**src/dsp_pkg.sv**
```systemverilog
package dsp_pkg;

	// ##############################
	// Sizes
	// ##############################

	localparam int DATA_W = 16;
	localparam int INSTR_W = 32;
	localparam int N_CHANNELS = 16;
	localparam int CH_W = 4;
	localparam int N_BLOCKS = 64;
	localparam int BLK_W = 6;
	localparam int MEM_WORDS = 256;
	localparam int HANDLE_W = 8;
	localparam int SHIFT_W = 4;

	localparam logic [CH_W-1:0] IN_CHANNEL = 4'd1;	// Written by every tick
	localparam logic [CH_W-1:0] OUT_CHANNEL = 4'd0;	// Latched onto sample_out

	// Run states of the block sequencer
	localparam logic [1:0] SEQ_IDLE = 2'd0;
	localparam logic [1:0] SEQ_FETCH = 2'd1;
	localparam logic [1:0] SEQ_ISSUE = 2'd2;
	localparam logic [1:0] SEQ_WAIT = 2'd3;

	// ##############################
	// Instruction word
	// ##############################

	typedef struct packed {
		logic opcode;	// Always 0 here
		logic [SHIFT_W-1:0] shift;
		logic [CH_W-1:0] dest;
		logic [CH_W-1:0] src_c;
		logic [CH_W-1:0] src_b;
		logic [CH_W-1:0] src_a;
		logic [INSTR_W-2-SHIFT_W-4*CH_W:0] pad;
	} madd_fields_t;

	typedef struct packed {
		logic opcode;	// Always 1 here
		logic store;
		logic [HANDLE_W-1:0] handle;
		logic [CH_W-1:0] dest;
		logic [CH_W-1:0] src_a;
		logic [INSTR_W-3-HANDLE_W-2*CH_W:0] pad;
	} mem_fields_t;

	typedef union packed {
		madd_fields_t madd;
		mem_fields_t mem;
	} instr_word_t;

	// ##############################
	// Commit path
	// ##############################

	typedef struct packed {
		logic req;
		logic writes_channel;	// Clear for a store
		logic [CH_W-1:0] dest;
		logic signed [DATA_W-1:0] value;
	} commit_req_t;

	typedef struct packed {
		logic enable;
		logic [CH_W-1:0] addr;
		logic signed [DATA_W-1:0] value;
	} chan_write_t;

endpackage
```
**src/instr_store.sv**
```systemverilog
module instr_store (
	input logic clk,
	input logic reset,
	input logic write,
	input logic [dsp_pkg::BLK_W-1:0] write_addr,
	input dsp_pkg::instr_word_t write_data,
	input logic [dsp_pkg::BLK_W-1:0] read_addr,
	output dsp_pkg::instr_word_t read_data,
	output logic [dsp_pkg::BLK_W-1:0] last_block,
	output logic any_written
);

	dsp_pkg::instr_word_t blocks [dsp_pkg::N_BLOCKS];

	always_ff @(posedge clk) begin
		if (write) begin
			blocks[write_addr] <= write_data;
		end
		read_data <= blocks[read_addr];	// One cycle of read latency
	end

	// The program always runs from block 0 up to the highest block ever written
	always_ff @(posedge clk) begin
		if (reset) begin
			last_block <= '0;
			any_written <= 1'b0;
		end else if (write) begin
			any_written <= 1'b1;
			if (write_addr >= last_block) begin
				last_block <= write_addr;
			end
		end
	end

endmodule

```
**config.mk**
```make
export PLATFORM = sky130hd
export DESIGN_NAME = instr_store
export DESIGN_NICKNAME = d
export VERILOG_FILES = /design/src/dsp_pkg.sv /design/src/instr_store.sv
export SDC_FILE = /design/constraint.sdc
export NUM_CORES = 2
export LEC_CHECK = 0
export BUFFER_PORTS_ARGS = -buffer_cell sky130_fd_sc_hd__buf_2
export CAP_MARGIN = 0
export CORE_UTILIZATION = 25
export CTS_CLUSTER_SIZE = 14
export DETAILED_ROUTE_END_ITERATION = 12
export SLEW_MARGIN = 20
export SYNTH_ARGS = -nofsm -noshare
export SYNTH_HDL_FRONTEND = slang
export SYNTH_SLANG_ARGS = --single-unit
```
**constraint.sdc**
```tcl
create_clock -name clk -period 3.1 [get_ports clk]
set_input_delay 0.155 -clock clk [delete_from_list [all_inputs] [get_ports clk]]
set_output_delay 0.155 -clock clk [all_outputs]
set_load 0.05 [all_outputs]
```
==> results.py <==
metrics = {
    "detailed_routing": {
        "wire_per_inst_um": 26.86,
        "drtIter0Drc": 4253,
        "route.detailed.drc": 0,
        "num_vias": 38690,
        "antenna_left": 0,
        "routed_wl_mm": 219.2,
        "via_per_inst": 4.740,
        "first_pass_iters": 5,
    },
    "critical_path": {
        "rrSetupSlack_ps": 800,
        "path_max_fanout": 6,
        "required_ps": 3810,
        "end_kind": "flop",
        "cp.arrival_ps": 3010,
        "cp-start-kind": "flop",
        "criticalPathCategory": "reg -> reg",
    },
    "timing": {
        "fmax_mhz": 435.0,
        "maxSlewViolCount": 0,
        "fin_crit_sh_pct": 74.16,
        "finalHoldViolCount": 0,
        "tightest_slew_ps": 1133,
        "fin_tns_setup_ps": 0,
        "layout_setup_ws_ps": 801.1,
        "rsz0062_at_grt": "false",
        "setup_viol": 0,
        "hold_ws_ps": 53.04,
        "fin_skew_ps": 70.05,
        "worst_slew_margin_rel_pct": 24.49,
        "period_minus_slack_ps": 2299,
    },
    "placement": {
        "dp_slack_ps": 75.54,
        "dpl.hpwl_mm": 122.9,
        "dp_cells": 7750,
        "gp_congestion": 0.7651,
        "port_buffers": 85,
        "dpl_cell_area_mm2": 0.08770,
    },
    "global_routing": {
        "grt_max_degree": 65,
        "overflow": 0,
        "grt_pass1_wl_mm": 306.7,
        "antenna_found_initial": 19,
        "grt_pass1_vias": 39260,
        "grt_usage_pct": 13.53,
    },
    "floorplan": {
        "dieArea_mm2": 0.3200,
        "initial_core_util_pct": 25.18,
        "core_region_area_mm2": 0.3155,
        "io_pins": 86,
        "rows": 206,
        "fp.dieW_um": 565.7,
        "die_h_um": 565.7,
    },
    "final_layout": {
        "fin_util_pct": 29.93,
        "layout_commonest_cell": "edfxtp_1",
        "fin_nets": 3885,
        "drive_gt1_share_pct": 31.04,
        "fin_cells": 8161,
        "layout_common_cells": "edfxtp_1 (2048), mux4_2 (561), clkbuf_16 (204), buf_4 (170), nand2_1 (159)",
        "syn_to_final_growth_pct": 18.87,
        "fill_cells": 30380,
        "design_area_mm2": 0.09444,
    },
    "pwr": {
        "ir_drop_mv": 0.4373,
        "powerDensity_mw_per_mm2": 617.2,
        "power_frac_comb_pct": 5.8,
        "clock_power_share_pct": 40.4,
        "power_switching_mw": 12.53,
        "intPower_mw": 45.76,
        "p_seq_share_pct": 53.8,
        "p_leak_nw": 28.91,
        "sw_frac_of_total_pct": 21.49,
        "finalPower_mw": 58.29,
    },
    "synth": {
        "yosys_warnings": 0,
        "synth-seq-cells": 2087,
        "ys_types": 44,
        "syn_area_mm2": 0.07944,
        "avgSynthCellArea_um2": 23.07,
        "synth_cells": 3444,
        "ys.flop_type": "edfxtp_1",
        "async_flop_share_pct": 0,
        "seq_area_frac_synth_pct": 78.39,
        "synth-edff-count": 2048,
        "synth_nets": 3497,
    },
    "clocking": {
        "clock_path_buffers": 4,
        "numClockSinks": 2087,
        "clkTransAtPathRegs_ps": 60,
        "cts_tree": "done",
        "post_cts_resized": 0,
        "cts_root_buf": "clkbuf_16",
        "cts_buffers": 199,
        "htreeDepth": 4,
        "clk_latency_ps": 840,
    },
    "status": {
        "status": "complete, no violations",
    },
    "hold_path": {
        "min_path_type": "in -> reg",
    },
    "run": {
        "drv_cap": 0,
    },
}
[worst max-delay path: stages (launching register included)]
cell and delay, ps:
dfxtp_1 330, ha_1 270, nand2b_1 90, a21o_1 110
a21oi_1 80, o21ai_0 520, nand3_1 140, dlygate4sd3_1 580
a21oi_1 110
[power by group through the flow]
stage	registers (mW)	logic, mW	clock network (mW)
after floorplan	32.1	1.60	0
after global placement	32.0	3.27	0
after detailed placement	32.0	3.32	0
after CTS	31.4	3.34	23.9
after global routing	31.4	3.56	24.8
final	31.4	3.37	23.5
[synth_stat cells, types with 3 or more instances]
| library cell | count | area, um^2 |
|---|---|---|
| mux2i_1 | 60 | 600.6 |
| o21ai_1 | 3 | 15.01 |
| a32oi_1 | 14 | 122.6 |
| and3_1 | 4 | 25.02 |
| nor2b_1 | 6 | 37.54 |
| and2_1 | 27 | 168.9 |
| o21ai_0 | 17 | 85.08 |
| a22oi_1 | 30 | 225.2 |
| nand3_1 | 19 | 95.09 |
| a31oi_1 | 46 | 287.8 |
| clkbuf_1 | 74 | 277.8 |
| a221oi_1 | 3 | 26.28 |
| o31ai_1 | 4 | 30.03 |
| buf_4 | 42 | 315.3 |
| o22ai_1 | 9 | 56.30 |
| mux4_2 | 561 | 12630 |
| edfxtp_1 | 2048 | 61500 |
| dfxtp_1 | 39 | 780.8 |
| nand4_1 | 6 | 37.54 |
| a211oi_1 | 28 | 210.2 |
| nand2_1 | 159 | 596.8 |
| a21oi_1 | 37 | 185.2 |
| buf_6 | 14 | 157.7 |
| buf_1 | 17 | 63.81 |
| buf_2 | 40 | 200.2 |
| nand2b_1 | 6 | 37.54 |
| inv_1 | 9 | 33.78 |
| mux2_2 | 7 | 78.83 |
| nor3_1 | 7 | 35.03 |
| ha_1 | 6 | 75.07 |
| nor2_1 | 84 | 315.3 |
[flip-flops by register name, summed over array words and instances (netlist names)]
name,cells
last_block,6
blocks,2048
any_written,1
read_data,32
[cells by family (layout without fill, tap and decap cells)]
kind of cell    count (synthesis)  count (layout)  share of synthesized area [%]
compound gates                202             202                          1.685
fa+ha+maj                       6               6                        0.09449
buf+inv                       198             743                          1.329
flops                        2087            2087                          78.39
mux                           628             628                          16.76
other cells                     0              12                              0
simple gates                  323             323                          1.739
[per-layer routing]
metal / global-route usage [%] / wire length [um]
met5: 0 / 49
met2: 22.94 / 109300
met4: 4.625 / 7316
met1: 17.15 / 85710
met3: 2.776 / 16800
[cell type report]
class,instances,area (um^2),area share [%]
clock inverters,86,737.0,0.7804
flip-flops and latches,2087,62280,65.95
clock buffers,272,5450,5.771
repair buffers,374,4083,4.323
inverters,11,46.29,0.04902
diodes,12,30.03,0.03180
multi-input cells,1159,16610,17.59
well taps,4160,5205,5.512
[timing repair]
| action | 4_1_cts | 5_1_grt |
|---|---|---|
| setup buffers | 0 | 0 |
| hold buffers | 10 | 26 |
| endpoints found under the setup margin | 0 | 0 |
| endpoints found under the hold margin | 47 | 1494 |
[final timing paths]
| check | from | to | cells past startpoint |
|---|---|---|---|
| worst max-delay path | last_block[0]$_SDFFE_PP0P_ | last_block[4]$_SDFFE_PP0P_ | 8 |
| worst min-delay path | read_addr[4] | read_data[30]$_DFF_P_ | 3 |
| worst max register to register | last_block[0]$_SDFFE_PP0P_ | last_block[4]$_SDFFE_PP0P_ | 8 |
| worst min register to register | any_written$_SDFFE_PP0P_ | any_written$_SDFFE_PP0P_ | 2 |
No activity file was read; power rests on OpenSTA's default activity.
