<file path="config.mk">
export PLATFORM = sky130hd
export DESIGN_NAME = block_sequencer
export DESIGN_NICKNAME = d
export VERILOG_FILES = /design/src/dsp_pkg.sv /design/src/block_sequencer.sv
export SDC_FILE = /design/constraint.sdc
export NUM_CORES = 1
export LEC_CHECK = 0
export ABC_AREA = 1
export BUFFER_PORTS_ARGS = -buffer_cell sky130_fd_sc_hd__buf_2
export CAP_MARGIN = 20
export CORE_MARGIN = 3
export CORE_UTILIZATION = 48
export CTS_BUF_LIST = sky130_fd_sc_hd__clkbuf_4 sky130_fd_sc_hd__clkbuf_8
export DETAILED_ROUTE_END_ITERATION = 12
export PLACE_DENSITY = 0.95
export SYNTH_ARGS = -nofsm -noshare
export SYNTH_HDL_FRONTEND = slang
export SYNTH_SLANG_ARGS = --single-unit
</file>
<file path="constraint.sdc">
create_clock -name clk -period 4.7 [get_ports clk]
set_input_delay 0.94 -clock clk [delete_from_list [all_inputs] [get_ports clk]]
set_output_delay 0.94 -clock clk [all_outputs]
set_load 0.1 [all_outputs]
</file>
<file path="src/dsp_pkg.sv">
package dsp_pkg;

	// ##############################
	// Sizes
	// ##############################

	localparam int DATA_W = 16;
	localparam int INSTR_W = 32;
	localparam int N_CHANNELS = 16;
	localparam int CH_W = 4;
	localparam int N_BLOCKS = 64;
	localparam int BLK_W = 6;
	localparam int MEM_WORDS = 256;
	localparam int HANDLE_W = 8;
	localparam int SHIFT_W = 4;

	localparam logic [CH_W-1:0] IN_CHANNEL = 4'd1;	// Written by every tick
	localparam logic [CH_W-1:0] OUT_CHANNEL = 4'd0;	// Latched onto sample_out

	// Run states of the block sequencer
	localparam logic [1:0] SEQ_IDLE = 2'd0;
	localparam logic [1:0] SEQ_FETCH = 2'd1;
	localparam logic [1:0] SEQ_ISSUE = 2'd2;
	localparam logic [1:0] SEQ_WAIT = 2'd3;

	// ##############################
	// Instruction word
	// ##############################

	typedef struct packed {
		logic opcode;	// Always 0 here
		logic [SHIFT_W-1:0] shift;
		logic [CH_W-1:0] dest;
		logic [CH_W-1:0] src_c;
		logic [CH_W-1:0] src_b;
		logic [CH_W-1:0] src_a;
		logic [INSTR_W-2-SHIFT_W-4*CH_W:0] pad;
	} madd_fields_t;

	typedef struct packed {
		logic opcode;	// Always 1 here
		logic store;
		logic [HANDLE_W-1:0] handle;
		logic [CH_W-1:0] dest;
		logic [CH_W-1:0] src_a;
		logic [INSTR_W-3-HANDLE_W-2*CH_W:0] pad;
	} mem_fields_t;

	typedef union packed {
		madd_fields_t madd;
		mem_fields_t mem;
	} instr_word_t;

	// ##############################
	// Commit path
	// ##############################

	typedef struct packed {
		logic req;
		logic writes_channel;	// Clear for a store
		logic [CH_W-1:0] dest;
		logic signed [DATA_W-1:0] value;
	} commit_req_t;

	typedef struct packed {
		logic enable;
		logic [CH_W-1:0] addr;
		logic signed [DATA_W-1:0] value;
	} chan_write_t;

endpackage
</file>
<file path="src/block_sequencer.sv">
module block_sequencer (
	input logic clk,
	input logic reset,
	input logic tick,
	input logic [dsp_pkg::BLK_W-1:0] last_block,
	input logic any_written,
	input dsp_pkg::instr_word_t read_data,
	input logic signed [dsp_pkg::DATA_W-1:0] chan_a,
	input logic signed [dsp_pkg::DATA_W-1:0] chan_b,
	input logic signed [dsp_pkg::DATA_W-1:0] chan_c,
	input logic commit_done,
	output logic [dsp_pkg::BLK_W-1:0] read_addr,
	output logic [dsp_pkg::CH_W-1:0] addr_a,
	output logic [dsp_pkg::CH_W-1:0] addr_b,
	output logic [dsp_pkg::CH_W-1:0] addr_c,
	output logic madd_start,
	output logic mem_start,
	output dsp_pkg::instr_word_t issue_word,
	output logic signed [dsp_pkg::DATA_W-1:0] op_a,
	output logic signed [dsp_pkg::DATA_W-1:0] op_b,
	output logic signed [dsp_pkg::DATA_W-1:0] op_c,
	output logic busy
);

	logic [1:0] state;
	logic [dsp_pkg::BLK_W-1:0] block;
	logic is_mem;

	assign is_mem = read_data.mem.opcode;	// Same bit in both views
	assign read_addr = block;
	assign busy = (state != dsp_pkg::SEQ_IDLE);

	// Source a sits in a different place in the two views
	assign addr_a = is_mem ? read_data.mem.src_a : read_data.madd.src_a;
	assign addr_b = read_data.madd.src_b;
	assign addr_c = read_data.madd.src_c;

	// ##############################
	// Run FSM
	// ##############################

	always_ff @(posedge clk) begin
		if (reset) begin
			state <= dsp_pkg::SEQ_IDLE;
			block <= '0;
			madd_start <= 1'b0;
			mem_start <= 1'b0;
		end else begin
			madd_start <= 1'b0;
			mem_start <= 1'b0;
			case (state)
				dsp_pkg::SEQ_IDLE: begin
					if (tick && any_written) begin	// A tick during a run is not seen here
						block <= '0;
						state <= dsp_pkg::SEQ_FETCH;
					end
				end
				dsp_pkg::SEQ_FETCH: begin
					state <= dsp_pkg::SEQ_ISSUE;	// Word arrives next cycle
				end
				dsp_pkg::SEQ_ISSUE: begin
					madd_start <= !is_mem;
					mem_start <= is_mem;
					state <= dsp_pkg::SEQ_WAIT;
				end
				default: begin
					if (commit_done) begin
						if (block == last_block) begin
							state <= dsp_pkg::SEQ_IDLE;
						end else begin
							block <= block + 1'b1;
							state <= dsp_pkg::SEQ_FETCH;
						end
					end
				end
			endcase
		end
	end

	// Operands are sampled in the issue cycle and stay put until the next issue
	always_ff @(posedge clk) begin
		if (state == dsp_pkg::SEQ_ISSUE) begin
			issue_word <= read_data;
			op_a <= chan_a;
			op_b <= chan_b;
			op_c <= chan_c;
		end
	end

endmodule

</file>
==> summary.txt <==
Clock tree
  – Clock buffer depth: 2
  – Worst skew pair latency: 0.34 ns
  – Root buffer cell: clkbuf_8
  – Resize count post-CTS: 0
  – Worst-path clk slew: 0.08 ns
  – Post-CTS Setup Repair Bufs: 0
  – Clock tree from TritonCTS: done
  – CTS H-tree lvls: 3
  – Clock sinks: 90
  – CTS Hold Buffers Added: 0
  – CTS buffer count: 9

STA
  – Worst slew pin tran: 1.04 ns
  – Fin crit share: 58.4%
  – Final Critical Period: 2.74 ns
  – Setup TNS: 0 ns
  – Max-slew violation count: 0
  – RSZ-0062 raised after global routing: no
  – Final Hold Viols: 0
  – Clk_skew: 0.00998 ns
  – FMAX: 364 MHz
  – Endpoints failing setup: 0
  – Setup WS post-layout: 1.96 ns
  – Rel. slew slack: 31.0%

Pwr
  – Peak supply drop: 0.000450 V
  – Lkg Pwr: 2.01 nW
  – Pwr dens: 804 nW/um^2

Worst setup path
  – CP bufs+invs: 3
  – Worst setup path category: primary input to output port
  – Worst Setup Start Kind: primary input
  – Most used cell, CP: buf_2
  – Critical Path AT: 1.80 ns
  – Crit-path max FO: 7
  – Critical path endpoint category: output port
  – Critical-path top delay cell: buf_2
  – Critical path cell sequence: buf_2 > inv_1 > o21ai_0 > buf_2
  – Critical path's largest stage delay: 0.45 ns
  – Data required, critical path: 3.76 ns
  – Crit path max-delay family: buffers and inverters

Routing
  – Met2 WL: 4330 um
  – Initial DRC count: 138
  – Met3 routed WL: 721 um
  – Vias per cell: 4.75
  – DRC Markers: 0
  – Drt pass-1 iters: 4
  – Met1 wire length: 2750 um
  – Wirelength per Cell: 16.6 um
  – Via count: 2,283
  – Total wire length: 7960 um
  – Highest metal used: met4
  – Final ANT Viol Nets: 0

GRT
  – Gr ovfl total: 0
  – Vias in the first global route: 2,173
  – Largest net degree at the start of global routing: 83
  – Initial antenna violation count: 0
  – Total track usage: 19.7%
  – First-pass GRT wire length: 11,100 um

Placement
  – Gp weighted congestion: 0.835
  – Setup WS pre-CTS: 1.97 ns
  – IO Port Bufs: 191
  – DP Area: 4240 sq um
  – DP Wirelength: 6210 um

Floorplan
  – Die Wd: 88.1 um
  – Core area: 6460 sq um
  – Row count: 29
  – Ports: 192
  – Die footprint: 7770 sq um
  – Die extent in y: 88.1 um
  – Starting Density: 50.1%

Synth
  – Primary FF master, synth: edfxtp_1
  – Distinct cells, synth: 28
  – Asr flop ratio synth: 0%
  – Mapped Area: 3240 sq um
  – Synth warn: 0
  – Cell with the most instances after synthesis: edfxtp_1
  – Mapped Cells: 206
  – Synth top cells by count: edfxtp_1, nand2_1, inv_1
  – Top cell type's share of synthesized area: 74.2%
  – #FFs+latches synth: 90
  – Mapped Nets: 302
  – Area contributors post-synth: edfxtp_1, dfxtp_1, nand2_1, inv_1, ha_1
  – Number of flops mapped to enable cells by yosys: 80
  – Cell taking the most area after synthesis: edfxtp_1
  – Synth Area per Inst: 15.7 sq um
  – Post-synthesis sequential area ratio: 80.4%

Final layout
  – Layout cells sized above 1: 55.0%
  – Area Overhead vs Synth: 37.6%
  – Ant diodes: 0
  – Nets: 496
  – Finished Cell Area: 4460 sq um

Run
  – Max Cap Viol: 0

Hold path
  – Hold Path Class: flip-flop to flip-flop

Outcome
  – Status: finished, final reports clean
[logic make-up after synthesis]
kind of cell	Yosys count	share of synthesized area (%)
fa+ha+maj	5	1.93
simple gates	66	10.1
xor+xnor	1	0.271
compound gates	14	2.86
flops	90	80.4
buf+inv	30	4.41
[layout by cell type, fill, tap and decap left out, types with 2 or more instances in the layout]
master     synthesis  layout
a21oi_1            4       4
buf_2              0     191
bufinv_16          0       2
clkbuf_8           0       9
dfxtp_1           10      10
edfxtp_1          80      80
ha_1               5       4
inv_1             17      17
inv_2              5       5
inv_6              0       2
nand2_1           38      38
nand3_1            6       6
nand4_1            3       3
nor2_1             7       7
nor2_2             2       2
nor2_4             2       2
nor3_1             2       2
o21ai_0            4       4
[report_power, final]
part	switching [mW]	total, mW	internal [mW]
Combinational	1.63	1.86	0.229
Sequential	0.0635	1.17	1.10
Clock	0.257	0.556	0.299
Total	1.95	3.58	1.63
[flip-flops by register name (all words and copies together) (netlist names)]
signal	flops
issue_word	32
op_a	16
op_b	16
op_c	16
read_addr	6
state	2
madd_start	1
mem_start	1
[path summary, 6_finish.rpt]
check                              startpoint      endpoint  slack [ns]  cells past startpoint
worst max-delay path            read_data[31]     addr_a[0]        1.96                      4
worst min-delay path             read_addr[3]  read_addr[3]        0.55                      2
worst max register to register       state[0]      state[1]        2.54                      6
worst min register to register   read_addr[3]  read_addr[3]        0.55                      2
[stage by stage]
stage | power, mW | cells | utilization (%) | hold slack [ns]
2_1_floorplan | 2.78 | 206 | - | 0.504
3_3_place_gp | 3.01 | 466 | 65.7 | 0.525
3_5_place_dp | 3.05 | 466 | 65.7 | 0.536
4_1_cts | 3.60 | 481 | 69.0 | 0.554
5_1_grt | 3.72 | 481 | 69.0 | 0.577
6_report | 3.58 | 481 | 69.0 | 0.554
[per-layer routing]
metal	global-route usage, %	vias to the layer above
li1	-	1106
met1	21.5	1047
met2	35.7	116
met3	7.24	14
met4	6.18	0
met5	0	-
[cell type report]
class | count | area (sq um)
timing repair buffer | 191 | 956
inverter | 22 | 82.6
fill | 465 | 2000
clock inverter | 6 | 90.1
sequential | 90 | 2600
tap | 77 | 96.3
multi-input combinational | 86 | 504
clock buffer | 9 | 124
[worst min-delay path, cell delays in order, from the launching register on]
cell	delay [ns]
dfxtp_1	0.38
nand2_2	0.09
a21oi_2	0.04
No activity file was read; power rests on OpenSTA's default activity.
