### config.mk
export PLATFORM = sky130hd
export DESIGN_NAME = madd_unit
export DESIGN_NICKNAME = d
export VERILOG_FILES = /design/src/dsp_pkg.sv /design/src/madd_unit.sv
export SDC_FILE = /design/constraint.sdc
export NUM_CORES = 1
export LEC_CHECK = 0
export ABC_AREA = 0
export BUFFER_PORTS_ARGS = -buffer_cell sky130_fd_sc_hd__buf_2
export CORE_MARGIN = 4
export CORE_UTILIZATION = 25
export DETAILED_ROUTE_END_ITERATION = 7
export PLACE_DENSITY = 0.41
export SYNTH_ARGS = -nofsm -noshare
export SYNTH_HDL_FRONTEND = slang
export SYNTH_SLANG_ARGS = --single-unit
### constraint.sdc
create_clock -name clk -period 7.6 [get_ports clk]
set_input_delay 0.76 -clock clk [delete_from_list [all_inputs] [get_ports clk]]
set_output_delay 0.76 -clock clk [all_outputs]
set_load 0.01 [all_outputs]
### src/dsp_pkg.sv
package dsp_pkg;

	// ##############################
	// Sizes
	// ##############################

	localparam int DATA_W = 16;
	localparam int INSTR_W = 32;
	localparam int N_CHANNELS = 16;
	localparam int CH_W = 4;
	localparam int N_BLOCKS = 64;
	localparam int BLK_W = 6;
	localparam int MEM_WORDS = 256;
	localparam int HANDLE_W = 8;
	localparam int SHIFT_W = 4;

	localparam logic [CH_W-1:0] IN_CHANNEL = 4'd1;	// Written by every tick
	localparam logic [CH_W-1:0] OUT_CHANNEL = 4'd0;	// Latched onto sample_out

	// Run states of the block sequencer
	localparam logic [1:0] SEQ_IDLE = 2'd0;
	localparam logic [1:0] SEQ_FETCH = 2'd1;
	localparam logic [1:0] SEQ_ISSUE = 2'd2;
	localparam logic [1:0] SEQ_WAIT = 2'd3;

	// ##############################
	// Instruction word
	// ##############################

	typedef struct packed {
		logic opcode;	// Always 0 here
		logic [SHIFT_W-1:0] shift;
		logic [CH_W-1:0] dest;
		logic [CH_W-1:0] src_c;
		logic [CH_W-1:0] src_b;
		logic [CH_W-1:0] src_a;
		logic [INSTR_W-2-SHIFT_W-4*CH_W:0] pad;
	} madd_fields_t;

	typedef struct packed {
		logic opcode;	// Always 1 here
		logic store;
		logic [HANDLE_W-1:0] handle;
		logic [CH_W-1:0] dest;
		logic [CH_W-1:0] src_a;
		logic [INSTR_W-3-HANDLE_W-2*CH_W:0] pad;
	} mem_fields_t;

	typedef union packed {
		madd_fields_t madd;
		mem_fields_t mem;
	} instr_word_t;

	// ##############################
	// Commit path
	// ##############################

	typedef struct packed {
		logic req;
		logic writes_channel;	// Clear for a store
		logic [CH_W-1:0] dest;
		logic signed [DATA_W-1:0] value;
	} commit_req_t;

	typedef struct packed {
		logic enable;
		logic [CH_W-1:0] addr;
		logic signed [DATA_W-1:0] value;
	} chan_write_t;

endpackage
### src/madd_unit.sv
module madd_unit (
	input logic clk,
	input logic reset,
	input logic start,
	input dsp_pkg::instr_word_t word,
	input logic signed [dsp_pkg::DATA_W-1:0] a,
	input logic signed [dsp_pkg::DATA_W-1:0] b,
	input logic signed [dsp_pkg::DATA_W-1:0] c,
	input logic grant,
	output dsp_pkg::commit_req_t commit
);

	logic accept;
	logic stage1;
	logic req_q;
	logic signed [2*dsp_pkg::DATA_W-1:0] product;
	logic signed [dsp_pkg::DATA_W-1:0] c_q;
	logic [dsp_pkg::SHIFT_W-1:0] shift_q;
	logic [dsp_pkg::CH_W-1:0] dest_q;
	logic signed [2*dsp_pkg::DATA_W:0] sum;
	logic signed [dsp_pkg::DATA_W-1:0] clamped;
	logic signed [dsp_pkg::DATA_W-1:0] result_q;

	assign accept = start && !stage1 && !req_q;	// Busy until the commit is granted

	always_ff @(posedge clk) begin
		if (accept) begin
			product <= a * b;
			c_q <= c;
			shift_q <= word.madd.shift;
			dest_q <= word.madd.dest;
		end
		if (stage1) begin
			result_q <= clamped;
		end
	end

	assign sum = (product >>> shift_q) + c_q;

	// Anything that does not fit in 16 bits goes to the nearest limit
	always_comb begin
		if (!sum[2*dsp_pkg::DATA_W] && |sum[2*dsp_pkg::DATA_W-1:dsp_pkg::DATA_W-1]) begin
			clamped = {1'b0, {(dsp_pkg::DATA_W-1){1'b1}}};
		end else if (sum[2*dsp_pkg::DATA_W] && !(&sum[2*dsp_pkg::DATA_W-1:dsp_pkg::DATA_W-1])) begin
			clamped = {1'b1, {(dsp_pkg::DATA_W-1){1'b0}}};
		end else begin
			clamped = sum[dsp_pkg::DATA_W-1:0];
		end
	end

	always_ff @(posedge clk) begin
		if (reset) begin
			stage1 <= 1'b0;
			req_q <= 1'b0;
		end else begin
			stage1 <= accept;
			if (stage1) begin
				req_q <= 1'b1;
			end else if (grant) begin
				req_q <= 1'b0;
			end
		end
	end

	always_comb begin
		commit.req = req_q;
		commit.writes_channel = 1'b1;
		commit.dest = dest_q;
		commit.value = result_q;
	end

endmodule

==> results.cfg, run 1 <==
[setup_path]
crit_type = in2reg
critical_path.top_delay_family = adder cells
worst_ep_required_time_ns = 7.71
cp_slowest_stage_delay_ns = 0.56
worstPathArrival_ns = 6.93
cp_cell_sequence = buf_2, nand2_1, fa_1, inv_1, fa_1, inv_1, fa_1, inv_1, fa_1, fa_1, inv_1, fa_1, inv_1, ha_1, a21o_1, a21o_1, a21o_1, a21o_1, a31o_1, a21o_1, a2111oi_2, o311ai_1, a21oi_1, xnor2_1
slowest_stage = fa_1
cp_num_buf_inv = 6
crit_path_end_kind = flip-flop
cp_max_fo = 16
r2r-end = result_q[1]$_SDFFCE_PP1P_
startpoint_type = input pin
rr_worst_depth = 15
r2r-start = shift_q[0]$_DFFE_PP_
cpMostUsedCell = fa_1
rrSetupSlack_ns = 1.87

[floorplan]
die_w_um = 255
floorplan.die.height_um = 255
dieArea_sq_mm = 0.0649
fp-row-count = 90
initial_core_util_pct = 25.2
core_sq_mm = 0.0604
ios = 106

[clock_tree]
ctsResizeCount = 0
cts_tree = built
clock_sinks = 74
clk_latency_ns = 0.36
htree_levels = 3
postCtsSetupRepairBufs = 0
ctsHoldBuffers = 0
cts_buffers = 9
cts-root-buf = clkbuf_16
clockBufferDepth = 2
path_clk_slew_ns = 0.06

[synthesis]
yosysTopAreaCellShare_pct = 34.6
synth_top_area_cell = fa_1
async_flop_share_pct = 0
postSynthNetCount = 2055
ys_ff_latch = 74
yosysUniqueCellTypes = 71
synth-warning-count = 0
synth_area_sq_mm = 0.0152
synth_flop_cell = edfxtp_1
synth_area_leaders = fa_1, edfxtp_1, ha_1
synth_seq_area_share_pct = 14.5
synth_edf_count = 72
postSynthCellCount = 1594
syn_avg_cell_area_sq_um = 9.55

[route]
routed-via-count = 10500
dr.pass1.iters = 4
routed_wl_um = 37100
via_per_inst = 4.30
wl_per_cell_um = 15.3
antenna_left = 0
first_iter_violations = 411
drc = 0

[global_routing]
grt_pass1_vias = 11500
gr-total-overflow = 0
grt_pass1_wl_um = 61800
track_usage_pct = 11.8
grt_max_degree = 44
grt_antenna_before_repair = 0

[run]
maxCapViolCount = 0

[hold_path]
holdPathStages = 2
worst_hold_path.endpoint = req_q$_SDFFE_PP0P_
min_from = req_q$_SDFFE_PP0P_
min_path_type = reg2reg

[finish]
final_nets = 2104
layout.cells.most_common_list = inv_1, fa_1, nand2_1
multi_input_area_sq_mm = 0.0116
regArea_sq_mm = 0.00220
drive_above_1_share_pct = 9.05
mostFrequentLayoutCell = inv_1
fillCellCount = 6538
n_antenna_cell = 0
syn_to_final_growth_pct = 10.1
final_cells = 2429

[timing]
fin_crit_ns = 6.83
timing.fmax_mhz = 146
slew_headroom_pct = 41.8
rsz0062_at_grt = no
skew_ns = 0.00704
hold_violations = 0
tns_ns = 0
slew_violations = 0
worst_slew_pin_slew_ns = 0.872
setup_violations = 0
min_period_over_period_pct = 89.9

[placement]
place_inst = 2414
dp_hpwl_um = 32200
gp_congestion = 0.808
portBuffers = 80

[status]
status = finished clean
Yosys cell counts, types with 25 or more instances:
cell	count
inv_1	312
fa_1	263
nand2_1	176
and2_1	134
ha_1	114
edfxtp_1	72
a21oi_1	70
nor2_1	58
clkbuf_1	50
xnor2_1	43
a21o_1	37
o21ai_0	26
mux2i_1	25
metrics by stage:
stage | hold WS [ns] | area, sq um | setup slack (ns) | util (%)
after global routing | 0.560 | 16800 | 0.436 | 27.8
after CTS | 0.546 | 16800 | 0.695 | 27.8
final | 0.544 | 16800 | 0.771 | 27.8
after detailed placement | 0.535 | 16500 | 0.331 | 27.3
after floorplan | 0.481 | 15200 | 0.880 | -
after global placement | 0.512 | 16500 | 0.327 | 27.3
worst reg2reg max path: stages (launching register included):
cell and delay (ns):
edfxtp_1 0.68, clkinv_1 0.57, mux4_2 0.60, o21ai_0 0.26, ha_1 0.27, fa_1 0.23, a21oi_1 0.10, o22a_1 0.24
a211oi_2 0.45, a21oi_2 0.16, or2_4 0.29, o311ai_1 0.37, a21oi_2 0.12, xnor2_1 0.17, o41a_1 0.66, a21o_1 0.28
worst max-delay path by stage:
| stage | end | depth (start not counted) | from | slack [ns] |
|---|---|---|---|---|
| floorplan | product[30]$_DFFE_PP_ | 24 | b[7] | 0.88 |
| detailed placement | product[30]$_DFFE_PP_ | 24 | b[7] | 0.33 |
| global route | product[30]$_DFFE_PP_ | 24 | b[7] | 0.44 |
| global placement | product[30]$_DFFE_PP_ | 24 | b[7] | 0.33 |
| finish | product[30]$_DFFE_PP_ | 24 | b[7] | 0.77 |
| CTS | product[30]$_DFFE_PP_ | 24 | b[7] | 0.70 |
cells by family after synthesis:
kind of cell / after synthesis / share of synthesized area, %
flops: 74 / 14.5
xor+xnor: 64 / 3.68
fa+ha+maj: 377 / 43.9
mux: 48 / 4.82
buf+inv: 374 / 9.44
simple gates: 443 / 14.3
other cells: 1 / 0.0246
compound gates: 213 / 9.32
state kept, by name, indices dropped and copies added (netlist names):
signal    count
c_q          16
dest_q        4
product      32
req_q         1
result_q     16
shift_q       4
stage1        1
metal layers:
metal	vias up	routed length, um	global-route usage (%)	part of all wire (%)
met5	-	0	0	0
met4	0	431	2.42	1.2
met3	23	903	1.14	2.4
met2	123	16900	19.7	45
met1	5129	18900	16.9	51
li1	5176	-	-	-
layout make-up:
| type | count | share of cell area, % |
|---|---|---|
| Timing Repair Buffer | 97 | 3.15 |
| Multi-Input combinational cell | 1146 | 69.2 |
| Tap cell | 782 | 5.84 |
| Sequential cell | 74 | 13.1 |
| Inverter | 315 | 7.05 |
| Clock buffer | 12 | 1.41 |
| Clock inverter | 3 | 0.246 |
Power of run 1 is not shown: default switching activity piles up to over one toggle a cycle in this logic, so the estimate is an artifact.
==> run 2: changes to the inputs <==
REMOVE_ABC_BUFFERS = 1   (was default)
TNS_END_PERCENT = 20   (was default)
==> run 2 against run 1 <==
  * Routed wire length is 2.9% higher
  * Setup slack worse by 0.058 ns
  * Die area stayed put
  * Critical path depth is 2 lower
  * Core utilization is 0.22 points higher
  * Global-route usage is 0.45 points higher
  * Sequential share of layout area is 0.10 points lower
  * Cell area is 0.78% higher
  * Cell count is 0.29% higher
  * Clock skew is 0.00081 ns higher
  * Non-clock buffer count is 7 higher
  * Critical path type unchanged
  * Critical endpoint unchanged
==> results.cfg, run 2 (synthesis results as in run 1) <==
[finish]
n_antenna_cell = 0
largest_reg_flops = 32
syn_to_final_growth_pct = 10.9
multi_input_area_sq_mm = 0.0116
layout.cells.most_common_list = inv_1, fa_1, nand2_1
regArea_sq_mm = 0.00220
regMostFlops = product
fillCellCount = 6476
mostFrequentLayoutCell = inv_1
fin_util_pct = 28.0
reg_top3 = product: 32 flops, c_q: 16 flops, result_q: 16 flops
final_nets = 2111
drive_above_1_share_pct = 9.67

[timing]
skew_ns = 0.00785
hold_violations = 0
rsz0062_at_grt = no
fin_crit_ns = 6.89
setup_violations = 0
timing.fmax_mhz = 145
slew_violations = 0
min_period_over_period_pct = 90.6
worst_slew_pin_slew_ns = 0.994
tns_ns = 0
slew_headroom_pct = 33.7

[route]
wl_per_cell_um = 15.7
routed-via-count = 10600
dr.pass1.iters = 5
antenna_left = 0
drc = 0
first_iter_violations = 424
via_per_inst = 4.36
routed_wl_um = 38200

[floorplan]
ios = 106
dieArea_sq_mm = 0.0649
core_sq_mm = 0.0604
fp-row-count = 90
initial_core_util_pct = 25.2
floorplan.die.height_um = 255
die_w_um = 255

[hold_path]
holdPathStages = 2
worst_hold_path.endpoint = req_q$_SDFFE_PP0P_
min_path_type = reg2reg
min_from = req_q$_SDFFE_PP0P_

[setup_path]
cp_max_fo = 16
worst_ep_required_time_ns = 7.71
r2r-start = shift_q[0]$_DFFE_PP_
startpoint_type = input pin
rrSetupSlack_ns = 1.55
crit_path_end_kind = flip-flop
worstPathArrival_ns = 6.99
rr_worst_depth = 15
crit_type = in2reg
r2r-end = result_q[0]$_SDFFCE_PP1P_

[clock_tree]
htree_levels = 3
path_clk_slew_ns = 0.06
postCtsSetupRepairBufs = 0
clock_sinks = 74
cts-root-buf = clkbuf_16
ctsHoldBuffers = 0
clk_latency_ns = 0.36
cts_tree = built
cts_buffers = 9
clockBufferDepth = 2
ctsResizeCount = 0

[placement]
dp_hpwl_um = 32700
portBuffers = 80
gp_congestion = 0.833

[global_routing]
track_usage_pct = 12.3
gr-total-overflow = 0
grt_pass1_wl_um = 63500
grt_antenna_before_repair = 0
grt_pass1_vias = 11700
grt_max_degree = 57

[status]
status = finished clean

[run]
maxCapViolCount = 0
-- run 2: cell types whose count changed in the layout (fill, tap and decap cells not counted), sizes merged --
cell | previous run | this run
clkinv | 3 | 4
clkbuf | 12 | 9
buf | 97 | 104
bufinv | 1 | 4
clkinvlp | 1 | 0
-- run 2: stage by stage --
stage	setup slack (ns)	cells	cell area (sq um)	hold slack (ns)
floorplan	1.12	1535	15000	0.537
global placement	0.326	2421	16500	0.511
detailed placement	0.325	2421	16500	0.541
CTS	0.721	2436	16900	0.546
global route	0.444	2436	16900	0.560
finish	0.713	2436	16900	0.547
-- run 2: worst max path at each step --
stage / startpoint / end / slack (ns)
after CTS: a[8] / product[30]$_DFFE_PP_ / 0.72
final: b[1] / product[30]$_DFFE_PP_ / 0.71
after detailed placement: a[8] / product[30]$_DFFE_PP_ / 0.32
after global placement: b[7] / product[30]$_DFFE_PP_ / 0.33
after floorplan: b[4] / product[30]$_DFFE_PP_ / 1.12
after global routing: b[1] / product[30]$_DFFE_PP_ / 0.44
-- run 2: metal layers --
layer | vias to the layer above | wire, um | track usage [%]
li1 | 5185 | - | -
met1 | 5280 | 18700 | 17.1
met2 | 122 | 18100 | 21.0
met3 | 29 | 816 | 0.989
met4 | 0 | 643 | 2.92
met5 | - | 0 | 0
-- run 2: critical path: stages --
cell       delay (ns)
buf_2            0.32
nand2_1          0.14
fa_1             0.54
fa_1             0.51
fa_1             0.52
inv_1            0.06
fa_1             0.52
fa_1             0.49
inv_1            0.05
fa_1             0.47
inv_1            0.04
ha_1             0.33
a21o_1           0.19
a21o_1           0.16
a21o_1           0.19
a21o_1           0.22
a31o_1           0.19
a21o_1           0.20
a2111oi_2        0.60
o311ai_1         0.21
a21oi_1          0.20
xnor2_1          0.08
-- run 2: area by class of cell --
type	instances	area share (%)
Tap cell	782	5.79
Clock inverter	6	0.770
Clock buffer	9	1.33
Sequential cell	74	13.0
Inverter	315	7.00
Multi-Input combinational cell	1146	68.6
Timing Repair Buffer	104	3.44
Power of run 2 is left out for the same reason.
==> run 3: changes to the inputs <==
clock period = 6.6 ns   (was 7.6 ns; I/O delays follow)
==> run 3 against run 2 <==
  * Core utilization is 1.3 points higher
  * Routed wire length is 1.2% higher
  * Cell area is 4.6% higher
  * Cell count is 4.1% higher
  * First-iteration DRC count is 7.3% higher
==> results.cfg, run 3 (synthesis results as in run 1) <==
[clock_tree]
cts-root-buf = clkbuf_16
htree_levels = 3
path_clk_slew_ns = 0.06
cts_buffers = 9
clockBufferDepth = 2
ctsHoldBuffers = 0
clk_latency_ns = 0.35
clock_sinks = 74
cts_tree = built

[timing]
fin_crit_ns = 6.40
timing.fmax_mhz = 156
setup_violations = 0
worst_slew_pin_slew_ns = 0.885
hold_violations = 0
rsz0062_at_grt = no
slew_headroom_pct = 40.9
slew_violations = 0
skew_ns = 0.00593
min_period_over_period_pct = 97.0

[hold_path]
min_from = word[29]
min_path_type = in2reg

[placement]
gp_congestion = 0.902
portBuffers = 80
dp_hpwl_um = 34200
place_inst = 2517
place_area_sq_mm = 0.0173

[floorplan]
dieArea_sq_mm = 0.0649
die_w_um = 255
core_sq_mm = 0.0604
fp-row-count = 90
floorplan.die.height_um = 255
ios = 106
initial_core_util_pct = 25.2

[setup_path]
worstPathArrival_ns = 6.51
cp_max_fo = 4
critical_path.top_delay_family = adder cells
cp_slowest_stage_delay_ns = 0.55
crit_type = in2reg
cp_cell_sequence = buf_2, and2_1, fa_1, inv_1, fa_1, inv_1, fa_1, fa_1, fa_1, inv_1, fa_1, inv_1, ha_1, a21o_1, a21o_1, a21o_1, a21o_1, a31o_1, a21o_1, a2111oi_2, buf_4, o311ai_1, a21oi_1, xnor2_1
startpoint_type = input pin
slowest_stage = fa_1
worst_ep_required_time_ns = 6.71
cp_num_buf_inv = 6
crit_path_start = a[5]
cpMostUsedCell = fa_1
r2r-start = shift_q[0]$_DFFE_PP_
crit_path_end_kind = flip-flop

[finish]
reg_top3 = product: 32 flops, c_q: 16 flops, result_q: 16 flops
regMostFlops = product
drive_above_1_share_pct = 15.2
syn_to_final_growth_pct = 16.0
largest_reg_flops = 32
layout.cells.most_common_list = inv_1, fa_1, nand2_1
fin_area_sq_mm = 0.0177
final_nets = 2210
final_cells = 2535
mostFrequentLayoutCell = inv_1
n_antenna_cell = 0

[global_routing]
grt_pass1_vias = 12200
grt_antenna_before_repair = 0
grt_pass1_wl_um = 65000
grt_max_degree = 57
gr-total-overflow = 0
track_usage_pct = 12.5

[route]
wl_per_cell_um = 15.3
dr.pass1.iters = 4
first_iter_violations = 455
antenna_left = 0
routed-via-count = 11100
routed_wl_um = 38700
via_per_inst = 4.36
drc = 0

[status]
status = finished clean

[run]
maxCapViolCount = 0
[run 3: cell count changes in the layout (fill, tap and decap cells not counted), sizes merged]
cell / previous run / this run
clkinvlp: 0 / 1
buf: 104 / 201
clkbuf: 9 / 11
bufinv: 4 / 3
[run 3: cell type report]
cell class / count / area (sq um)
Clock buffer: 9 / 225
Clock inverter: 6 / 106
Fill cell: 6477 / 42700
Inverter: 315 / 1180
Multi-Input combinational cell: 1146 / 11600
Sequential cell: 74 / 2200
Tap cell: 782 / 978
Timing Repair Buffer: 203 / 1340
[run 3: routing by layer]
layer / vias to the layer above / wire, um / global-route usage (%)
li1: 5384 / - / -
met5: - / 0 / 0
met2: 140 / 18400 / 21.5
met4: 0 / 701 / 2.74
met3: 33 / 946 / 1.15
met1: 5507 / 18600 / 17.1
[run 3: worst paths after layout]
path / endpoint / slack (ns) / cells past startpoint
worst min register to register: req_q$_SDFFE_PP0P_ / 0.53 / 2
worst max register to register: result_q[0]$_SDFFCE_PP1P_ / 0.87 / 15
worst min-delay path: shift_q[2]$_DFFE_PP_ / 0.48 / 1
worst max-delay path: product[30]$_DFFE_PP_ / 0.20 / 24
[run 3: metrics by stage]
step	TNS, ns	hold slack [ns]	util, %	worst slack (ns)
2_1_floorplan	0	0.537	-	0.221
3_3_place_gp	-0.913	0.511	28.6	-0.225
3_5_place_dp	-1.03	0.528	28.6	-0.273
4_1_cts	0	0.451	29.2	0.116
5_1_grt	0	0.458	29.3	0.00115
6_report	0	0.480	29.3	0.197
[run 3: repair_timing]
action,CTS,global route
setup buffers,0,3
gates resized for setup,0,10
hold endpoints to repair,0,0
endpoints found under the setup margin,0,5
Power of run 3 is left out for the same reason.
