--- config.mk ---
export PLATFORM = sky130hd
export DESIGN_NAME = commit_arbiter
export DESIGN_NICKNAME = d
export VERILOG_FILES = /design/src/dsp_pkg.sv /design/src/commit_arbiter.sv
export SDC_FILE = /design/constraint.sdc
export NUM_CORES = 1
export LEC_CHECK = 0
export ABC_AREA = 1
export CAP_MARGIN = 20
export CORE_MARGIN = 2
export CORE_UTILIZATION = 45
export CTS_CLUSTER_DIAMETER = 100
export CTS_CLUSTER_SIZE = 24
export DETAILED_ROUTE_END_ITERATION = 10
export DONT_BUFFER_PORTS = 1
export SLEW_MARGIN = 25
export SYNTH_ARGS = -nofsm -noshare
export SYNTH_HDL_FRONTEND = slang
export SYNTH_SLANG_ARGS = --single-unit
export TNS_END_PERCENT = 100
--- constraint.sdc ---
create_clock -name clk -period 0.9 [get_ports clk]
set_input_delay 0.045 -clock clk [delete_from_list [all_inputs] [get_ports clk]]
set_output_delay 0.045 -clock clk [all_outputs]
set_load 0.05 [all_outputs]
--- src/dsp_pkg.sv ---
package dsp_pkg;

	// ##############################
	// Sizes
	// ##############################

	localparam int DATA_W = 16;
	localparam int INSTR_W = 32;
	localparam int N_CHANNELS = 16;
	localparam int CH_W = 4;
	localparam int N_BLOCKS = 64;
	localparam int BLK_W = 6;
	localparam int MEM_WORDS = 256;
	localparam int HANDLE_W = 8;
	localparam int SHIFT_W = 4;

	localparam logic [CH_W-1:0] IN_CHANNEL = 4'd1;	// Written by every tick
	localparam logic [CH_W-1:0] OUT_CHANNEL = 4'd0;	// Latched onto sample_out

	// Run states of the block sequencer
	localparam logic [1:0] SEQ_IDLE = 2'd0;
	localparam logic [1:0] SEQ_FETCH = 2'd1;
	localparam logic [1:0] SEQ_ISSUE = 2'd2;
	localparam logic [1:0] SEQ_WAIT = 2'd3;

	// ##############################
	// Instruction word
	// ##############################

	typedef struct packed {
		logic opcode;	// Always 0 here
		logic [SHIFT_W-1:0] shift;
		logic [CH_W-1:0] dest;
		logic [CH_W-1:0] src_c;
		logic [CH_W-1:0] src_b;
		logic [CH_W-1:0] src_a;
		logic [INSTR_W-2-SHIFT_W-4*CH_W:0] pad;
	} madd_fields_t;

	typedef struct packed {
		logic opcode;	// Always 1 here
		logic store;
		logic [HANDLE_W-1:0] handle;
		logic [CH_W-1:0] dest;
		logic [CH_W-1:0] src_a;
		logic [INSTR_W-3-HANDLE_W-2*CH_W:0] pad;
	} mem_fields_t;

	typedef union packed {
		madd_fields_t madd;
		mem_fields_t mem;
	} instr_word_t;

	// ##############################
	// Commit path
	// ##############################

	typedef struct packed {
		logic req;
		logic writes_channel;	// Clear for a store
		logic [CH_W-1:0] dest;
		logic signed [DATA_W-1:0] value;
	} commit_req_t;

	typedef struct packed {
		logic enable;
		logic [CH_W-1:0] addr;
		logic signed [DATA_W-1:0] value;
	} chan_write_t;

endpackage
--- src/commit_arbiter.sv ---
module commit_arbiter (
	input logic clk,
	input logic reset,
	input dsp_pkg::chan_write_t sample_write,
	input dsp_pkg::commit_req_t madd_req,
	input dsp_pkg::commit_req_t mem_req,
	output logic madd_grant,
	output logic mem_grant,
	output dsp_pkg::chan_write_t chan_write,
	output logic commit_done
);

	logic unit_granted_q;

	// Fixed priority: tick sample, then madd, then mem
	always_comb begin
		madd_grant = 1'b0;
		mem_grant = 1'b0;
		chan_write = sample_write;
		if (!sample_write.enable && !unit_granted_q) begin	// The sample is never held
			if (madd_req.req) begin
				madd_grant = 1'b1;
				chan_write.enable = madd_req.writes_channel;
				chan_write.addr = madd_req.dest;
				chan_write.value = madd_req.value;
			end else if (mem_req.req) begin
				mem_grant = 1'b1;
				chan_write.enable = mem_req.writes_channel;	// Low for a store
				chan_write.addr = mem_req.dest;
				chan_write.value = mem_req.value;
			end
		end
	end

	assign commit_done = madd_grant | mem_grant;

	// No unit is granted on two cycles in a row
	always_ff @(posedge clk) begin
		if (reset) begin
			unit_granted_q <= 1'b0;
		end else begin
			unit_granted_q <= commit_done;
		end
	end

endmodule

==> results of run 1 <==
==> area by class of cell <==
| type | instances | area (sq um) | area share (%) |
|---|---|---|---|
| Timing Repair Buffer | 12 | 210.2 | 17.41 |
| Sequential cell | 1 | 21.27 | 1.762 |
| Inverter | 7 | 26.28 | 2.176 |
| Tap cell | 25 | 31.28 | 2.591 |
| Multi-Input combinational cell | 170 | 918.4 | 76.06 |
==> cells in the mapped netlist <==
master | number | area (sq um)
nand2_1 | 104 | 390.4
nor2_1 | 42 | 157.7
nand3_1 | 21 | 105.1
buf_2 | 6 | 30.03
inv_1 | 5 | 18.77
buf_6 | 4 | 45.04
buf_4 | 2 | 15.01
inv_2 | 2 | 7.510
dfxtp_1 | 1 | 20.02
nand2_2 | 1 | 6.260
nor3_1 | 1 | 5.000
o21ai_0 | 1 | 5.000
==> cell usage in the layout, fill, tap and decap left out, drive strengths merged <==
| cell type | count |
|---|---|
| bufbuf | 1 |
| nor2 | 42 |
| buf | 11 |
| nor3 | 1 |
| nand3 | 21 |
| dfxtp | 1 |
| o21ai | 1 |
| nand2 | 105 |
| inv | 7 |
==> per-layer routing <==
metal | vias up | track usage (%) | wire (microns) | share of wire (%)
met5 | - | 0 | 0 | 0
met4 | 0 | 0 | 8 | 0.32
met3 | 2 | 1.961 | 213 | 8.4
met2 | 61 | 44.44 | 1300 | 51
met1 | 504 | 25.00 | 1008 | 40
li1 | 576 | - | - | -
==> cells by family after synthesis <==
group	Yosys count	share of synthesized area [%]
simple gates	169	82.45
compound gates	1	0.6205
buf+inv	19	14.44
flops	1	2.485
==> metrics by stage <==
step                TNS [ns]  utilization, %  setup WS, ns
floorplan            -0.9747               -       -0.1417
global placement      -1.635           61.39       -0.1149
detailed placement    -2.208           61.39       -0.1608
CTS                   -1.795           67.77      -0.09668
global route          -2.657           70.70       -0.1480
finish                -1.717           70.70       -0.1005
==> power by group through the flow <==
stage          clock network, W  logic [W]  registers, W
6_report                      0    0.00102     0.0000493
2_1_floorplan                 0   0.000824     0.0000481
4_1_cts                       0   0.000995     0.0000494
3_5_place_dp                  0   0.000913     0.0000484
5_1_grt                       0    0.00109     0.0000495
3_3_place_gp                  0   0.000897     0.0000482
==> worst paths after layout <==
check / from / endpoint / slack [ns] / cells after the start
worst max-delay path: unit_granted_q / chan_write[11] / -0.10 / 5
worst min-delay path: reset / unit_granted_q / 0.11 / 1
worst max register to register: unit_granted_q / unit_granted_q / 0.11 / 5
worst min register to register: unit_granted_q / unit_granted_q / 0.71 / 5
==> what timing repair did <==
item,in CTS,in global routing
cloned,2,0
resized for setup,17,18
pin swaps,25,7
hold buffers,0,0
buffers inserted,1,0
setup endpoints to repair,23,23
==> metrics.md, run 1 <==
| Metric | Value |
|---|---|
| Outcome | `finished, violations left` |
| Failing checks | `negative setup slack` |
| Largest net degree at the start of global routing | `24` |
| Switching power | `0.0007168 W` |
| FP Rows | `15` |
| Post-route ant nets | `0` |
| Worst VDD drop | `between 0.5 and 0.6 mV` |
| Max cap viols | `0` |
| Internal power | `about 0.00036 W` |
| Clock latency on the worst-skew pair | `0 ns` |
| Seq/Total Area, Yosys | `2.484%` |
| Grt ovf | `0` |
| DRT Pass-1 Iters | `4` |
| Combinational fraction of design power | `95.4%` |
| Mapped Area | `between 800 and 900 sq um` |
| Overall Global Routing Usage | `21.72%` |
| Setup slack after layout | `-0.1005 ns` |
| CP max stage cell | `dfxtp_2` |
| PD cells | `888.7 nW/um^2` |
| Total Nets Final | `259` |
| Hold WS | `between 0.1 and 0.15 ns` |
| Crit path largest cell delay | `0.30 ns` |
| Final Instance Count excl. Fillers | `215` |
| Seq cells post-synth | `1` |
| Post-DR wirelength/cell | `11.77 microns` |
| Clk_skew | `0 ns` |
| CP dominant cell by count | `nand2_4` |
| Die area | `approximately 2100 sq um` |
| Unrepaired setup endpoints after global routing | `yes` |
| DR iter-0 viols | `9` |
| Post-detail-place hpwl | `1765 microns` |
| Synth Area per Inst | `4.241 sq um` |
| Worst slew pin tran | `roughly 0.38 ns` |
| Buffers and inverters on the worst path | `2` |
| Width of the die | `46.32 microns` |
| Max Clock Freq | `999.5 MHz` |
| Final non-filler cell area | `1207 sq um` |
| Layout overhead on the synthesized area | `49.84%` |
| Antenna diodes | `0` |
| Worst setup path class | `reg2out` |
| Worst Path Arrival | `0.96 ns` |
| Syn nets | `~260` |
| Largest delay share family, worst path | `simple AND/OR/NAND/NOR gates` |
| Starting density of the core | `47.18%` |
| P_leak | `0.6015 nW` |
| Net Sw Frac | `between 60 and 70%` |
| DR vias | `1143` |
| Vias/cell | `5.316` |
| Clk network pwr share | `0%` |
| CP required | `0.85 ns` |
| Crit end category | `output pin` |
| Clk pin slew, worst setup/hold paths | `0 ns` |
| Final setup fails | `21` |
| HP Class | `in2reg` |
| Io pins | `91` |
| Largest registers | `unit_granted_q (1)` |
| GP Congestion | `just over 0.7` |
| Critical-path maximum fanout | `10` |
| Initial antenna violation count | `0` |
| Drt drc | `0` |
| Core area | `1708 sq um` |
| Reg with most FFs | `unit_granted_q` |
| Cells after Synth | `190` |
| First-pass GRT wire length | `3622 microns` |
| Setup crit start kind | `flop` |
| Final period util | `111.2%` |
| Total power | `0.001073 W` |
| Vias in the first global route | `917` |
| Slew Viols, Final | `0` |
| Die Y | `46.32 microns` |
| Routed WL | `around 2500 microns` |
| Layout cell share with drive strength beyond 1 | `between 30% and 40%` |
| Flop pwr share | `4.6%` |
| Slew HR | `about three quarters` |
| DP Area | `1049 sq um` |
| Placed instance count | `between 200 and 250` |
| Worst path cell trace | `inv_2, nand2_4, bufbuf_16, nand2_1, nand2_4` |
| Largest register FFs | `1` |
| Minimum clock period | `1.001 ns` |
| Yosys cell types | `12` |
| # fillers | `roughly 160` |
| Count of final hold-check violations | `0` |
| Synth warn | `0` |
| Port bufs | `0` |
(Power assumes the default switching activity.)
==> run 2: changes to the inputs <==
--- a/config.mk
+++ b/config.mk
@@ -6,13 +6,13 @@
 export NUM_CORES = 1
 export LEC_CHECK = 0
 export ABC_AREA = 1
-export CAP_MARGIN = 20
 export CORE_MARGIN = 2
 export CORE_UTILIZATION = 45
 export CTS_CLUSTER_DIAMETER = 100
 export CTS_CLUSTER_SIZE = 24
 export DETAILED_ROUTE_END_ITERATION = 10
 export DONT_BUFFER_PORTS = 1
+export SKIP_LAST_GASP = 1
 export SLEW_MARGIN = 25
 export SYNTH_ARGS = -nofsm -noshare
 export SYNTH_HDL_FRONTEND = slang
==> run 2 against run 1 <==
Compared with the run above:
- the flow still finishes with violations (negative setup slack)
- fmax down 2.8%
- first-iteration DRC count did not move
- register-to-register slack worse by 0.04 ns
- sequential power is 2% higher
- utilization is 11 points higher
- clock skew did not move
- via count is 2.8% higher
- sequential share of layout area decreased by 0.24 points
- critical path type unchanged
- largest power group unchanged
==> metrics.md, run 2 (synthesis gave the netlist of run 1 again) <==
| Metric | Value |
|---|---|
| Unrepaired setup endpoints after global routing | `yes` |
| Overall Global Routing Usage | `a little over a fifth` |
| Total Nets Final | `261` |
| Io pins | `91` |
| Combinational fraction of design power | `95.8%` |
| DR iter-0 viols | `9` |
| Final TNS setup | `-1.940 ns` |
| Clk_skew | `0 ns` |
| Critical-path maximum fanout | `7` |
| Clk network pwr share | `0%` |
| Final period util | `114.3%` |
| DR vias | `approximately 1200` |
| Worst Path Arrival | `approximately 1 ns` |
| Largest registers | `unit_granted_q (1)` |
| Slew HR | `about three quarters` |
| FP Rows | `15` |
| Starting density of the core | `47.18%` |
| Flop pwr share | `4.2%` |
| Width of the die | `46.32 microns` |
| Routed WL | `2905 microns` |
| Count of final hold-check violations | `0` |
| Final non-filler cell area | `1395 sq um` |
| Initial antenna violation count | `0` |
| Grt ovf | `0` |
| Drt drc | `0` |
| Switching power | `approximately 0.00079 W` |
| Layout overhead on the synthesized area | `73.14%` |
| Worst setup path class | `reg2out` |
| Max cap viols | `0` |
| Setup crit start kind | `flop` |
| CTS Hold Buffers Added | `0` |
| Post-DR wirelength/cell | `13.39 microns` |
| Crit end category | `output pin` |
| Outcome | `finished, violations left` |
| Hold WS | `between 0.1 and 0.15 ns` |
| Final setup fails | `23` |
| Post-detail-place hpwl | `between 1500 and 2000 microns` |
| Largest register FFs | `1` |
| Setup slack after layout | `-0.1290 ns` |
| Worst VDD drop | `0.5894 mV` |
| Post-route ant nets | `0` |
| Most common cell after layout, fill and taps aside | `nand2_1` |
| Vias/cell | `5.415` |
| Net Sw Frac | `66.20%` |
| Core area | `1708 sq um` |
| Failing checks | `negative setup slack` |
| First-pass GRT wire length | `3594 microns` |
| Die Y | `46.32 microns` |
| P_leak | `0.6421 nW` |
| DRT Pass-1 Iters | `3` |
| Port bufs | `0` |
| Layout cell share with drive strength beyond 1 | `52.08%` |
| Reg with most FFs | `unit_granted_q` |
| Minimum clock period | `1.029 ns` |
| Clock latency on the worst-skew pair | `0 ns` |
| PD cells | `854.6 nW/um^2` |
| Post-layout util | `81.69%` |
| HP Class | `in2reg` |
| Antenna diodes | `0` |
| Clk pin slew, worst setup/hold paths | `0 ns` |
| GP Congestion | `just over 0.7` |
| Internal power | `0.0004030 W` |
| Slew Viols, Final | `0` |
| CP required | `between 0.8 and 0.9 ns` |
| Vias in the first global route | `slightly above 900` |
| Max Clock Freq | `971.8 MHz` |
| Worst slew pin tran | `0.3802 ns` |
| Largest net degree at the start of global routing | `24` |
| DP Area | `1049 sq um` |
| Die area | `2145 sq um` |
| Most frequent cells in the layout | `nand2_1 (46), nand2_2 (38), nand3_1 (21), nor2_1 (21), nand2_4 (20)` |
run 2: cell types whose count changed in the layout (fill, tap and decap cells not counted), sizes merged:
| cell | before | now |
|---|---|---|
| clkbuf | 0 | 2 |
| buf | 11 | 12 |
| bufbuf | 1 | 0 |
run 2: final cells by class:
cell class,count,area (sq um)
multi-input cells,170,1062
fillers,122,312.8
repair buffers,14,251.5
well taps,25,31.28
inverters,7,28.78
flip-flops and latches,1,21.27
run 2: timing repair:
item	CTS	global route
cloned	2	2
pin swaps	25	49
setup endpoints to repair	23	24
resized for setup	11	71
setup buffers	1	1
endpoints found under the hold margin	0	0
run 2: worst paths after layout:
kind                        from        endpoint  slack (ns)  cells past startpoint
setup / recovery  unit_granted_q   chan_write[6]       -0.13                      6
hold / removal             reset  unit_granted_q        0.11                      1
setup reg to reg  unit_granted_q  unit_granted_q        0.07                      5
hold reg to reg   unit_granted_q  unit_granted_q        0.74                      5
run 2: power by group through the flow:
stage	clock [W]	combinational, W	sequential [W]
5_1_grt	0	0.00121	0.0000505
3_5_place_dp	0	0.000913	0.0000484
2_1_floorplan	0	0.000824	0.0000481
4_1_cts	0	0.000988	0.0000484
3_3_place_gp	0	0.000897	0.0000482
6_report	0	0.00114	0.0000502
run 2: stage by stage:
step                      setup slack [ns]  cells  total power, W
after global routing               -0.1627    217        0.001258
after global placement             -0.1149    212       0.0009452
after CTS                          -0.1123    215        0.001037
after floorplan                    -0.1417    190       0.0008725
after detailed placement           -0.1608    212       0.0009617
final                              -0.1290    217        0.001192
run 2: routing by layer:
metal	vias up	wire length (microns)	share of wire [%]	global-route usage [%]
met1	538	1070	37	24.77
met2	55	1617	56	44.44
li1	582	-	-	-
met4	0	0	0	0
met3	0	216	7.4	1.569
met5	-	0	0	0
run 2: critical path, cell delays in order (launching register included):
cell and delay (ns):
dfxtp_2 0.30, inv_4 0.07, nand2_8 0.09, buf_12 0.17, nor2_2 0.12, nand2_2 0.08, nand2_4 0.15
==> run 3: changes to the inputs <==
--- a/config.mk
+++ b/config.mk
@@ -6,12 +6,14 @@
 export NUM_CORES = 1
 export LEC_CHECK = 0
 export ABC_AREA = 1
+export BUFFER_PORTS_ARGS = -buffer_cell sky130_fd_sc_hd__buf_2
 export CORE_MARGIN = 2
-export CORE_UTILIZATION = 45
+export CORE_UTILIZATION = 34
 export CTS_CLUSTER_DIAMETER = 100
 export CTS_CLUSTER_SIZE = 24
 export DETAILED_ROUTE_END_ITERATION = 10
-export DONT_BUFFER_PORTS = 1
+export GPL_TIMING_DRIVEN = 0
+export PLACE_DENSITY = 0.81
 export SKIP_LAST_GASP = 1
 export SLEW_MARGIN = 25
 export SYNTH_ARGS = -nofsm -noshare
==> run 3 against run 2 <==
Compared with the run above:
- the run still ends with negative setup slack left
- wire length up 55%
- design area up 38%
- combinational power up 39%
- setup slack worse by 0.075 ns
- fmax down 6.8%
- sequential share of layout area down 0.42 points
- cell count up 43%
- via count up 37%
- largest cell class unchanged
- flip-flop and latch count unchanged
- highest routed layer is now met4
- critical path type unchanged
- global-route usage up 4.8 points
- hold slack better by 0.11 ns
==> metrics.md, run 3 (synthesis gave the netlist of run 1 again) <==
| Metric | Value |
|---|---|
| Clk_skew | `0 ns` |
| Total Nets Final | `352` |
| DR vias | `1613` |
| Flop pwr share | `3.1%` |
| Combinational fraction of design power | `96.9%` |
| Die Y | `52.68 microns` |
| DRT Pass-1 Iters | `4` |
| Most frequent cells in the layout | `nand2_1 (67), buf_2 (66), buf_8 (25), nand3_1 (21), nor2_1 (21)` |
| First-pass GRT wire length | `approximately 5700 microns` |
| P_leak | `1.026 nW` |
| Hold WS | `0.2186 ns` |
| Final non-filler cell area | `1931 sq um` |
| Final period util | `122.7%` |
| Net Sw Frac | `a little under three fifths` |
| Drt drc | `0` |
| CTS Hold Buffers Added | `0` |
| Core area | `2233 sq um` |
| Failing checks | `negative setup slack` |
| Antenna diodes | `0` |
| Layout overhead on the synthesized area | `139.6%` |
| Layout cell share with drive strength beyond 1 | `60.78%` |
| Width of the die | `between 50 and 60 microns` |
| Most common cell after layout, fill and taps aside | `nand2_1` |
| Max Clock Freq | `905.5 MHz` |
| Largest registers | `unit_granted_q (1)` |
| Largest net degree at the start of global routing | `11` |
| Routed WL | `4506 microns` |
| Unrepaired setup endpoints after global routing | `yes` |
| Reg with most FFs | `unit_granted_q` |
| Minimum clock period | `1.104 ns` |
| Vias in the first global route | `1360` |
| CP max stage cell | `dfxtp_2` |
| Clock latency on the worst-skew pair | `0 ns` |
| CP required | `0.85 ns` |
| Clk pin slew, worst setup/hold paths | `0 ns` |
| Initial antenna violation count | `0` |
| Post-route ant nets | `0` |
| FP Rows | `17` |
| Die area | `2775 sq um` |
| GP Congestion | `0.8507` |
| Slew Viols, Final | `0` |
| HP Class | `in2reg` |
| Max cap viols | `0` |
| Vias/cell | `5.186` |
| DR iter-0 viols | `59` |
| Largest register FFs | `1` |
| Switching power | `0.0009369 W` |
| Outcome | `finished, violations left` |
| Crit path largest cell delay | `0.30 ns` |
| Buffers and inverters on the worst path | `3` |
| Post-DR wirelength/cell | `14.49 microns` |
| Worst slew pin tran | `0.2507 ns` |
| Final setup fails | `23` |
| Largest delay share family, worst path | `simple AND/OR/NAND/NOR gates` |
| Overall Global Routing Usage | `26.40%` |
| DP Area | `1455 sq um` |
| Worst setup path class | `reg2out` |
| Grt ovf | `0` |
| Post-detail-place hpwl | `2443 microns` |
| Port bufs | `90` |
| Clk network pwr share | `0%` |
| Worst path cell trace | `inv_4, nand2_8, buf_6, nor2_1, nand2_1, nand2_4, buf_8` |
| Setup slack after layout | `-0.2044 ns` |
| PD cells | `846.1 nW/um^2` |
| Slew HR | `83.23%` |
| Count of final hold-check violations | `0` |
| Internal power | `approximately 0.0007 W` |
| Starting density of the core | `36.08%` |
| Crit end category | `output pin` |
| Worst Path Arrival | `1.06 ns` |
| Critical-path maximum fanout | `5` |
| Setup crit start kind | `flop` |
| Worst VDD drop | `0.6456 mV` |
| Io pins | `91` |
==> run 3: cell types whose count changed in the layout (fill, tap and decap cells not counted), moves of 2 or more <==
| cell | previous run | this run |
|---|---|---|
| buf_12 | 7 | 0 |
| buf_2 | 0 | 66 |
| buf_6 | 1 | 9 |
| buf_8 | 0 | 25 |
| clkbuf_16 | 2 | 0 |
| nand2_1 | 46 | 67 |
| nand2_2 | 38 | 19 |
| nor2_2 | 7 | 9 |
| nor2_4 | 14 | 12 |
==> run 3: area by class of cell <==
type | count | area (sq um)
timing repair buffer | 92 | 705.7
buffer | 12 | 131.4
fill | 147 | 302.8
inverter | 7 | 32.53
tap | 28 | 35.03
multi-input combinational | 171 | 1005
sequential | 1 | 21.27
==> run 3: per-stage QoR <==
stage	util [%]	worst slack, ns	total power [W]	std cells	TNS, ns
finish	86.44	-0.2044	0.001633	311	-2.636
CTS	80.17	-0.1328	0.001493	311	-2.185
global placement	65.15	-0.2832	0.001169	308	-5.506
global route	86.44	-0.2101	0.001711	311	-3.342
floorplan	-	-0.1417	0.0008725	190	-0.9747
detailed placement	65.15	-0.3003	0.001174	308	-5.718
==> run 3: final timing paths <==
kind,startpoint,slack (ns),end,cells after the start
setup / recovery,unit_granted_q,-0.20,chan_write[8],7
hold / removal,reset,0.22,unit_granted_q,2
setup reg to reg,unit_granted_q,0.06,unit_granted_q,5
hold reg to reg,unit_granted_q,0.71,unit_granted_q,5
==> run 3: layer usage <==
metal  routed length [microns]  global-route usage, %  vias up  share of wire, %
li1                          -                      -      768                 -
met1                      1494                  30.46      729                33
met2                      2505                  51.04      100                56
met3                       348                  3.143       16               7.7
met4                       157                  5.128        0               3.5
met5                         0                      0        -                 0
==> run 3: what timing repair did <==
| action | CTS | global route |
|---|---|---|
| gates cloned | 3 | 0 |
| resized for setup | 101 | 41 |
| buffers inserted | 0 | 0 |
| pin swaps | 36 | 7 |
| endpoints found under the setup margin | 24 | 25 |
| hold endpoints to repair | 0 | 0 |
==> run 3: power groups by stage <==
stage / Combinational, W / Clock [W] / Sequential (W)
final: 0.00158 / 0 / 0.0000503
after global routing: 0.00166 / 0 / 0.0000504
after detailed placement: 0.00113 / 0 / 0.0000485
after floorplan: 0.000824 / 0 / 0.0000481
after global placement: 0.00112 / 0 / 0.0000482
after CTS: 0.00144 / 0 / 0.0000489
